[config.mk]
export PLATFORM = sky130hd
export DESIGN_NAME = dcache_top
export DESIGN_NICKNAME = d
export VERILOG_FILES = /design/src/design/dcache_pkg.sv /design/src/design/dcache_top.sv /design/src/design/miss_controller.sv /design/src/design/cache_array.sv
export SDC_FILE = /design/constraint.sdc
export NUM_CORES = 2
export LEC_CHECK = 0
export ABC_CLOCK_PERIOD_IN_PS = 29500
export BUFFER_PORTS_ARGS = -buffer_cell sky130_fd_sc_hd__buf_4
export CORE_MARGIN = 2
export CORE_UTILIZATION = 30
export DETAILED_ROUTE_END_ITERATION = 8
export PLACE_DENSITY_LB_ADDON = 0.12
export SKIP_LAST_GASP = 1
export SLEW_MARGIN = 20
export SYNTH_ARGS = -nofsm -noshare
export SYNTH_HDL_FRONTEND = slang
export SYNTH_SLANG_ARGS = --single-unit
[constraint.sdc]
create_clock -name clock -period 29.5 [get_ports clock]
set_clock_uncertainty 0.15 [all_clocks]
set_input_delay 5.9 -clock clock [delete_from_list [all_inputs] [get_ports clock]]
set_output_delay 5.9 -clock clock [all_outputs]
set_load 0.03 [all_outputs]
[src/design/dcache_pkg.sv]
`default_nettype none

package dcache_pkg;

    // widths and counts
    localparam int xlen              = 32;
    localparam int block_bits        = 64;
    localparam int block_offset_bits = 3;
    localparam int n_lines           = 32;
    localparam int index_bits        = 5;
    localparam int tag_bits          = xlen - index_bits - block_offset_bits; // 24
    localparam int line_addr_bits    = xlen - block_offset_bits;              // 29
    localparam int mem_tag_bits      = 4;  // tag 0 means no response

    typedef enum logic [1:0] {
        mem_byte = 2'h0,
        mem_half = 2'h1,
        mem_word = 2'h2
    } mem_size_t;

    typedef enum logic {
        op_load  = 1'b0,
        op_store = 1'b1
    } mem_op_t;

    typedef enum logic [1:0] {
        bus_none  = 2'h0,
        bus_load  = 2'h1,
        bus_store = 2'h2
    } bus_command_t;

    // one line, read as bytes, half-words or words
    typedef union packed {
        logic [7:0][7:0]  byte_level;
        logic [3:0][15:0] half_level;
        logic [1:0][31:0] word_level;
    } cache_block_t;

    typedef struct packed {
        logic            valid;
        mem_op_t         op;
        mem_size_t       size;
        logic [xlen-1:0] addr;
        logic [xlen-1:0] write_data;
    } dcache_request_t;

    typedef struct packed {
        logic            valid;
        logic [xlen-1:0] load_data;  // zero-extended
    } dcache_response_t;

    typedef struct packed {
        bus_command_t          command;
        logic [xlen-1:0]       addr;
        logic [block_bits-1:0] data;
    } mem_request_t;

    typedef struct packed {
        logic [mem_tag_bits-1:0] response;  // nonzero accepts the command
        logic [mem_tag_bits-1:0] tag;       // nonzero marks returning data
        logic [block_bits-1:0]   data;
    } mem_reply_t;

    typedef struct packed {
        logic                      valid;
        logic [line_addr_bits-1:0] line_addr;
        cache_block_t              block;
    } refill_t;

    typedef struct packed {
        logic                dirty;
        logic [tag_bits-1:0] tag;
        cache_block_t        block;
    } victim_t;

endpackage

`default_nettype wire
[src/design/dcache_top.sv]
`timescale 1ns/1ps
`default_nettype none

module dcache_top import dcache_pkg::*; (
    input  wire logic             clock,
    input  wire logic             reset,

    // pipeline side
    input  wire dcache_request_t  dcache_request,
    output dcache_response_t      dcache_response,  // registered
    output logic                  stall,            // combinational

    // memory side
    output mem_request_t          mem_request,
    input  wire mem_reply_t       mem_reply
);

    logic            miss;
    victim_t         victim;
    refill_t         refill;
    dcache_request_t miss_request;
    logic [xlen-1:0] miss_addr;

    assign miss_addr = miss_request.addr;

    // lookup, store merge and the response register
    cache_array i_cache_array (
        .clock        (clock),
        .reset        (reset),
        .request      (dcache_request),
        .stall        (stall),
        .refill       (refill),
        .response     (dcache_response),
        .miss         (miss),
        .victim       (victim),
        .miss_request (miss_request)
    );

    // write-back and line fetch over the tagged bus
    miss_controller i_miss_controller (
        .clock       (clock),
        .reset       (reset),
        .miss        (miss),
        .victim      (victim),
        .miss_addr   (miss_addr),
        .mem_request (mem_request),
        .mem_reply   (mem_reply),
        .stall       (stall),
        .refill      (refill)
    );

endmodule

`default_nettype wire

[src/design/miss_controller.sv]
`timescale 1ns/1ps
`default_nettype none

module miss_controller import dcache_pkg::*; (
    input  wire logic            clock,
    input  wire logic            reset,
    input  wire logic            miss,
    input  wire victim_t         victim,
    input  wire logic [xlen-1:0] miss_addr,
    output mem_request_t         mem_request,
    input  wire mem_reply_t      mem_reply,
    output logic                 stall,
    output refill_t              refill
);

    typedef enum logic [1:0] {
        st_idle,
        st_write_back,
        st_fetch_issue,
        st_fetch_wait
    } state_t;

    state_t state;
    state_t state_next;

    victim_t                 victim_q;  // line being evicted
    logic [mem_tag_bits-1:0] tag_q;     // tag of the outstanding fetch

    logic                      accepted;
    logic                      reply_match;
    logic [index_bits-1:0]     miss_index;
    logic [line_addr_bits-1:0] miss_line;
    logic [xlen-1:0]           victim_addr;

    // miss_addr stays steady from the cycle after the miss until the refill
    assign miss_line   = miss_addr[xlen-1:block_offset_bits];
    assign miss_index  = miss_addr[index_bits+block_offset_bits-1:block_offset_bits];
    assign victim_addr = {victim_q.tag, miss_index, {block_offset_bits{1'b0}}};

    assign accepted    = (mem_reply.response != '0);
    assign reply_match = (state == st_fetch_wait)
                      && (mem_reply.tag != '0)
                      && (mem_reply.tag == tag_q);

    always_comb begin
        state_next = state;
        case (state)
            st_idle: begin
                if (miss) begin
                    state_next = victim.dirty ? st_write_back : st_fetch_issue;
                end
            end
            st_write_back: begin
                if (accepted) begin
                    state_next = st_fetch_issue;  // store is done at acceptance
                end
            end
            st_fetch_issue: begin
                if (accepted) begin
                    state_next = st_fetch_wait;
                end
            end
            st_fetch_wait: begin
                if (reply_match) begin
                    state_next = st_idle;
                end
            end
            default: state_next = st_idle;
        endcase
    end

    always_ff @(posedge clock) begin
        if (reset) begin
            state <= st_idle;
            tag_q <= '0;
        end else begin
            state <= state_next;
            if (state == st_fetch_issue && accepted) begin
                tag_q <= mem_reply.response;
            end
        end
    end

    always_ff @(posedge clock) begin
        if (state == st_idle && miss) begin
            victim_q <= victim;
        end
    end

    // command, address and data held until the memory accepts
    always_comb begin
        mem_request.command = bus_none;
        mem_request.addr    = {miss_line, {block_offset_bits{1'b0}}};
        mem_request.data    = victim_q.block;
        case (state)
            st_write_back: begin
                mem_request.command = bus_store;
                mem_request.addr    = victim_addr;
            end
            st_fetch_issue: begin
                mem_request.command = bus_load;
            end
            default: mem_request.command = bus_none;
        endcase
    end

    assign stall = (state != st_idle);

    // one cycle packet to the array, stall drops at the same edge
    assign refill.valid     = reply_match;
    assign refill.line_addr = miss_line;
    assign refill.block     = mem_reply.data;

endmodule

`default_nettype wire

[src/design/cache_array.sv]
`timescale 1ns/1ps
`default_nettype none

module cache_array import dcache_pkg::*; (
    input  wire logic             clock,
    input  wire logic             reset,
    input  wire dcache_request_t  request,
    input  wire logic             stall,
    input  wire refill_t          refill,
    output dcache_response_t      response,
    output logic                  miss,
    output victim_t               victim,
    output dcache_request_t       miss_request
);

    // line state
    logic [n_lines-1:0]  valid_bits;
    logic [n_lines-1:0]  dirty_bits;
    logic [tag_bits-1:0] tags   [n_lines];
    cache_block_t        blocks [n_lines];

    logic                  accept;
    logic                  hit;
    logic [index_bits-1:0] req_index;
    logic [tag_bits-1:0]   req_tag;
    cache_block_t          req_block;

    // one write port, shared by store hits and refills
    logic                  wr_en;
    logic [index_bits-1:0] wr_index;
    logic [tag_bits-1:0]   wr_tag;
    logic                  wr_dirty;
    cache_block_t          wr_block;
    dcache_response_t      response_next;

    // pick the addressed item and zero-extend it
    function automatic logic [xlen-1:0] format_load(
        input cache_block_t                 block,
        input mem_size_t                    size,
        input logic [block_offset_bits-1:0] offset
    );
        logic [xlen-1:0] data;
        data = '0;
        case (size)
            mem_byte: data[7:0]  = block.byte_level[offset];
            mem_half: data[15:0] = block.half_level[offset[2:1]];
            default:  data       = block.word_level[offset[2]];
        endcase
        return data;
    endfunction

    // write the store data at its position in the line
    function automatic cache_block_t merge_store(
        input cache_block_t                 block,
        input mem_size_t                    size,
        input logic [block_offset_bits-1:0] offset,
        input logic [xlen-1:0]              data
    );
        cache_block_t merged;
        merged = block;
        case (size)
            mem_byte: merged.byte_level[offset]      = data[7:0];
            mem_half: merged.half_level[offset[2:1]] = data[15:0];
            default:  merged.word_level[offset[2]]   = data;
        endcase
        return merged;
    endfunction

    assign accept    = request.valid && !stall;
    assign req_index = request.addr[index_bits+block_offset_bits-1:block_offset_bits];
    assign req_tag   = request.addr[xlen-1:index_bits+block_offset_bits];
    assign req_block = blocks[req_index];

    assign hit  = valid_bits[req_index] && (tags[req_index] == req_tag);
    assign miss = accept && !hit;

    // the line at the missing index, to be written back if dirty
    assign victim.dirty = valid_bits[req_index] && dirty_bits[req_index];
    assign victim.tag   = tags[req_index];
    assign victim.block = req_block;

    always_comb begin
        wr_en         = 1'b0;
        wr_index      = req_index;
        wr_tag        = req_tag;
        wr_dirty      = 1'b1;
        wr_block      = req_block;
        response_next = '0;

        if (refill.valid) begin
            // install the fetched line, then finish the waiting request on it
            wr_en    = 1'b1;
            wr_index = refill.line_addr[index_bits-1:0];
            wr_tag   = refill.line_addr[line_addr_bits-1:index_bits];
            wr_block = refill.block;
            wr_dirty = 1'b0;
            if (miss_request.op == op_store) begin
                wr_block = merge_store(refill.block, miss_request.size,
                                       miss_request.addr[block_offset_bits-1:0],
                                       miss_request.write_data);
                wr_dirty = 1'b1;
            end
            response_next.valid     = 1'b1;
            response_next.load_data = format_load(wr_block, miss_request.size,
                                                  miss_request.addr[block_offset_bits-1:0]);
        end else if (accept && hit) begin
            response_next.valid     = 1'b1;
            response_next.load_data = format_load(req_block, request.size,
                                                  request.addr[block_offset_bits-1:0]);
            if (request.op == op_store) begin
                wr_en    = 1'b1;  // store hit dirties the line
                wr_block = merge_store(req_block, request.size,
                                       request.addr[block_offset_bits-1:0],
                                       request.write_data);
            end
        end
    end

    always_ff @(posedge clock) begin
        if (reset) begin
            valid_bits <= '0;
            dirty_bits <= '0;
            response   <= '0;
        end else begin
            response <= response_next;
            if (wr_en) begin
                valid_bits[wr_index] <= 1'b1;
                dirty_bits[wr_index] <= wr_dirty;
            end
        end
    end

    always_ff @(posedge clock) begin
        if (wr_en) begin
            tags[wr_index]   <= wr_tag;
            blocks[wr_index] <= wr_block;
        end
        if (miss) begin
            miss_request <= request;  // held for the whole miss
        end
    end

endmodule

`default_nettype wire

---- Word-level counts from Yosys, hierarchy flattened ----
Memory sizes are Yosys's and may differ from the RTL's.
Index checks and enable logic that the tools add are counted.
operators by class
  magnitude comparators ................... 15
  equality and inequality tests ........... 11
  mux-type cells .......................... 69
  bitwise logic cells ..................... 1
  reduce and logical (&&, ||, !) cells .... 27
operators by type and width
  kind                                                         count
  bitwise mux 64 bit                                           6
  2-to-1 mux 64 bit                                            5
  case mux 64 bit (2 select lines)                             2
  2-to-1 mux 32 bit                                            7
  2-to-1 mux 16 bit                                            6
  2-to-1 mux 33 bit                                            2
  binary-select mux 16 bit (select 2 bit)                      2
  demux 16 bit (select 2 bit)                                  2
  demux 32 bit (select 1 bit)                                  2
  case mux 8 bit (2 select lines)                              4
  binary-select mux 8 bit (select 3 bit)                       2
  demux 8 bit (select 3 bit)                                   2
  bitwise mux 32 bit                                           1
  2-to-1 mux 8 bit                                             4
  bitwise OR 32 bit                                            1
  equality test 24 bit                                         1
  2-to-1 mux 24 bit                                            1
  logical AND 1 bit                                            16
  less-than comparator 5 x 6 -> 1 bit (second input constant)  2
  binary-select mux 1 bit (select 5 bit)                       2
  2-to-1 mux 1 bit                                             10
  2-to-1 mux 2 bit                                             5
  less-than comparator 3 x 4 -> 1 bit (second input constant)  2
  != test 2 x 1 -> 1 bit (second input constant)               4
  other kinds (19)                                             32
word-level totals
  bits in registers ....................... 258
  memory bits (writable) .................. 2816
  input port bits ......................... 142
  output and inout port bits .............. 132
  word-level logic and storage cells ...... 137
  memories ................................ 2
memories
  name                  depth  width  read ports  clocked after memory_dff  write ports  RTL line           RTL
  i_cache_array.blocks  32     64     1           0                         1            cache_array.sv:20  cache_block_t blocks [n_lines];
  i_cache_array.tags    32     24     1           0                         1            cache_array.sv:19  logic [tag_bits-1:0] tags [n_lines];

---- Longest topological paths before layout ----
  depth after elaboration ................. 12
  depth in mapped cells ................... 20
  depth with buffers taken out ............ 10

---- Hierarchy ----
Synthesis repeated with hierarchy kept, for this count alone.
unflattened totals
  cell total of the unflattened synthesis .. 6497
  area, all modules ....................... 125321.4 um2
modules (own cells, without submodules)
  module           times used  cells an instance  area an instance (um2)  sequential area each (um2)
  cache_array      1           6232               121207.5                88544.9
  miss_controller  1           265                4113.9                  2762.6

---- Worst setup path after synthesis ----
OpenSTA, ideal clock, no wires.
  kind .................................... input -> register
  start point ............................. input dcache_request[36] (netlist name)
  end point ............................... memory i_cache_array.blocks[11][0] (netlist name) (enable)
  setup time .............................. 0.536 ns
  arrival ................................. 12.659 ns
  data required time ...................... 28.814 ns
  path slack .............................. 16.155 ns
  stages .................................. 15
  buffers on the path ..................... 6
  cell sequence ........................... buf_6 > buf_6 > buf_2 > mux4_2 > mux4_2 > a21oi_1 > xor2_1 > nand4_1 > nor3_2 > buf_4 > nand2_1 > buf_2 > o22a_1 > buf_2 > nor2_1
on the way
  cells in the longest elaborated chain, start to end .. 8
  elaborated cells between the ends (all ways) .. 11
  classes of those cells .................. eq/ne: 1; mux: 7; reduce/logical: 2; memory: 1
ends and longest elaborated chain
  item                                                                            RTL line            RTL
  start: declaration                                                              dcache_top.sv:9     input wire dcache_request_t dcache_request,
  memory (32 x 24 bit) or binary-select mux 1 bit (select 5 bit) (tied branches)  --
  equality test 24 bit or 2-to-1 mux 1 bit (tied branches)                        cache_array.sv:74   assign hit = valid_bits[req_index] && (tags[req_index] == req_tag);
  logical AND 1 bit                                                               cache_array.sv:74
  logical AND 1 bit                                                               cache_array.sv:106  end else if (accept && hit) begin
  2-to-1 mux 1 bit                                                                cache_array.sv:106
  2-to-1 mux 1 bit                                                                cache_array.sv:90   if (refill.valid) begin
  2-to-1 mux 1 bit                                                                cache_array.sv:134  if (wr_en) begin
  2-to-1 mux 1 bit (implied by the code)                                          cache_array.sv:136  blocks[wr_index] <= wr_block;
  end: declaration                                                                cache_array.sv:20
Parallel ways exist; a longest one is shown, timed or not. The select of a mux whose other input is x is not followed.

---- Final worst setup path ----
  start point ............................. input dcache_request[38] (netlist name)
  end point ............................... memory i_cache_array.blocks[16][14] (netlist name) (enable)
Same word-level chain as after synthesis.

==> metrics.csv <==
metric,value,unit
leakage power,46.4,nW
Setup Crit Path Kind,in -> reg,
H-Tree Level Count,5,
min Tclk post-route,14.54,ns
hold worst-path end,i_cache_array.dirty_bits[18]$_SDFFE_PP0P_,
"CTS clk-pin slew, worst paths",0.06,ns
area delta synth->final,17.3,%
TritonCTS clock tree,done,
initial DRC count,7743,
register bit total from synthesis,3074,
Detail Route Antenna Nets,0,
CORE AREA,413000,um^2
post_cts resized,0,
register area share after synthesis,0.732,
headroom to the max-slew limit,0.188,
Setup Buffers After CTS,0,
Yosys warnings,0,
DP Wirelength,283,mm
fraction of registers with async set/reset,0,
"Max FO, Critical Path",38,
fillcell total,38600,
R2R Path Start,i_cache_array.tags[21][1]$_DFFE_PP_,
IO Port Bufs,270,
sw frac,0.242,
r2r setup slk,21.60,ns
Vias/cell,5.45,
clock latency at the later pin of the worst-skew pair,0.97,ns
status,finished clean,
area of the mapped netlist,125000,um^2
setup TNS,0,ns
hold path start,i_cache_array.dirty_bits[18]$_SDFFE_PP0P_,
vias in the first global route,69700,
first-pass GRT wire length,626,mm
Final Hold Vio Count,0,
largest net degree at the start of global routing,111,
logic gate share of total power,0.090,
Final GP Congestion,0.920,
worst min-delay path class,reg -> reg,
Initial Utilization,0.301,
num ports,274,
R2R cell count,16,
# clock sinks,3074,
"Arr. time, crit path",14.97,ns
Hold Path Stages,2,
Worst setup EP type,flop,
Synth Flop Type,edfxtp_1,
sequential cell fraction of total power,0.480,
Max clock buf depth,4,
Hold Buf Count CTS,0,
Die ar.,421000,um^2
Final Cycle Share,0.493,
R2R Path End,i_cache_array.blocks[16][14]$_DFFE_PP_,
Max Cap Viol,0,
total number of vias,69300,
final slew viol count,0,
Post-synth EDFFs,2971,
CTS root buffer,clkbuf_16,
clock power share,0.431,
cts bufs inserted,357,
maximum clock rate,68.8,MHz
DR WL/cell,36.4,um
share of layout cells above drive strength 1,0.285,
worst-margin pin slew,1.22,ns
Synth Instances,6425,
initial antenna violation count,50,
slowest CP cell,a211oi_1,
Die H,649,um
Final setup violation count,0,
Peak supply drop,0.0508,mV
Worst EP required,29.93,ns
nature of the critical path startpoint,primary input,
row cnt,236,
global route overflow,0,
worst-path cell chain,"buf_6, buf_4, buf_4, nor2b_2, buf_4, a22o_1, a221oi_1, o21ai_0, a211oi_1, o21ai_0, nor4_4, buf_4, nand2_2, buf_4, o2bb2a_2, buf_4, nor2_4, buf_4, buf_4, buf_4",
nets@finish,7048,
unique cell type count in the Yosys netlist,90,
Power Internal,0.00778,W
crit path launch,dcache_request[38],
Total Routed Length,463,mm
drt drc,0,
unrepaired setup endpoints after global routing,no,
pwr/cell area,70.2,nW/um^2
gr usage total,0.217,
critical path's most frequent cell,buf_4,
CP peak stage delay,0.80,ns
syn_area_per_cell,19.4,um^2
die width,649,um
DR pass1 iterations,7,
Sw Pwr,0.00249,W
Pwr Total,0.0103,W
[how the worst max path moves through the flow]
| stage | to | slack [ns] | cells past startpoint |
|---|---|---|---|
| finish | i_cache_array.blocks[16][14]$_DFFE_PP_ | 14.96 | 20 |
| CTS | i_cache_array.blocks[16][14]$_DFFE_PP_ | 14.97 | 20 |
| detailed placement | i_cache_array.blocks[16][23]$_DFFE_PP_ | 13.95 | 20 |
| global placement | i_cache_array.blocks[16][23]$_DFFE_PP_ | 14.01 | 20 |
| floorplan | i_cache_array.blocks[11][0]$_DFFE_PP_ | 16.16 | 15 |
| global route | i_cache_array.blocks[16][23]$_DFFE_PP_ | 14.80 | 20 |
[synthesized netlist by cell type (25+ instances only)]
cell type / count / share of area
o221ai_1: 31 / 0.0022
clkbuf_1: 146 / 0.0044
mux2_2: 78 / 0.0070
buf_4: 60 / 0.0036
o21a_1: 34 / 0.0020
a21oi_1: 186 / 0.0075
buf_2: 128 / 0.0051
nor2_1: 223 / 0.0067
edfxtp_1: 2971 / 0.72
mux4_2: 790 / 0.14
o22ai_1: 104 / 0.0052
mux2i_1: 212 / 0.017
a22oi_1: 96 / 0.0058
nor3_1: 32 / 0.0013
o21ai_0: 143 / 0.0057
a31oi_1: 25 / 0.0013
inv_1: 73 / 0.0022
buf_6: 32 / 0.0029
nor2b_1: 27 / 0.0014
nand2_1: 423 / 0.013
buf_1: 41 / 0.0012
nand3_1: 37 / 0.0015
nand2b_1: 39 / 0.0020
dfxtp_1: 103 / 0.017
[flip-flops by register name (all words and copies together) (netlist names)]
| signal | cells |
|---|---|
| i_miss_controller.tag_q | 4 |
| i_cache_array.dirty_bits | 32 |
| i_cache_array.blocks | 2048 |
| i_cache_array.miss_request | 67 |
| i_cache_array.tags | 768 |
| i_miss_controller.state | 2 |
| i_miss_controller.mem_request | 64 |
| i_miss_controller.victim_addr | 24 |
| i_cache_array.valid_bits | 32 |
| i_cache_array.response | 33 |
[cells by family after synthesis]
group / synth area share
flops: 0.732
mux: 0.167
simple gates: 0.0326
compound gates: 0.0464
buf+inv: 0.0197
xor+xnor: 0.00134
fa+ha+maj: 0.000402
other cells: 0.0000301
[critical path, delay by kind of cell]
| kind | cells | cell delay [ns] |
|---|---|---|
| AND/OR/NAND/NOR | 4 | 1.78 |
| buffers and inverters | 10 | 4.67 |
| AO/OA/AOI/OAI | 6 | 2.35 |
[power groups by stage]
stage	registers [W]	clock network (W)	logic [W]
finish	0.00493	0.00442	0.000920
CTS	0.00493	0.00452	0.000930
floorplan	0.00504	0	0.000454
global route	0.00493	0.00468	0.000965
detailed placement	0.00502	0	0.000928
global placement	0.00502	0	0.000921
[per-layer routing]
metal	GRT usage	part of all wire	vias up
li1	-	-	27700
met1	0.297	0.43	38300
met2	0.361	0.49	2704
met3	0.0276	0.053	653
met4	0.0623	0.031	6
met5	0	0.00012	-
[cell usage in the layout, fill, tap and decap left out, types with 39 or more instances in the layout]
cell / n
mux2i_1: 211
clkbuf_16: 369
o22ai_1: 99
dfxtp_1: 103
nor2_1: 189
mux4_2: 790
a21oi_1: 167
clkinv_1: 61
diode_2: 61
nand2_1: 413
inv_1: 71
mux2_2: 78
clkinv_2: 60
buf_4: 491
nand2b_1: 39
clkbuf_1: 83
edfxtp_1: 2971
o21ai_0: 138
a22oi_1: 80
[cell type report]
| type | instances | area (um^2) | share of cell area |
|---|---|---|---|
| antenna | 61 | 153 | 0.00104 |
| clock buffer | 465 | 9720 | 0.0665 |
| clock inverter | 176 | 1910 | 0.0131 |
| inverter | 82 | 323 | 0.00221 |
| multi-input combinational | 2864 | 31700 | 0.217 |
| sequential | 3074 | 91300 | 0.624 |
| tap | 5474 | 6850 | 0.0468 |
| timing repair buffer | 523 | 4280 | 0.0293 |
[through the flow]
stage / hold slack, ns / util / setup WS, ns / instances / instance area (um^2)
final: 0.300 / 0.354 / 14.96 / 12700 / 146000
after global routing: 0.322 / 0.354 / 14.80 / 12700 / 146000
after CTS: 0.300 / 0.353 / 14.97 / 12700 / 146000
after detailed placement: 0.284 / 0.325 / 13.95 / 12000 / 134000
after global placement: 0.275 / 0.325 / 14.01 / 12000 / 134000
after floorplan: 0.264 / - / 16.16 / 6427 / 125000
(Power assumes the default switching activity.)
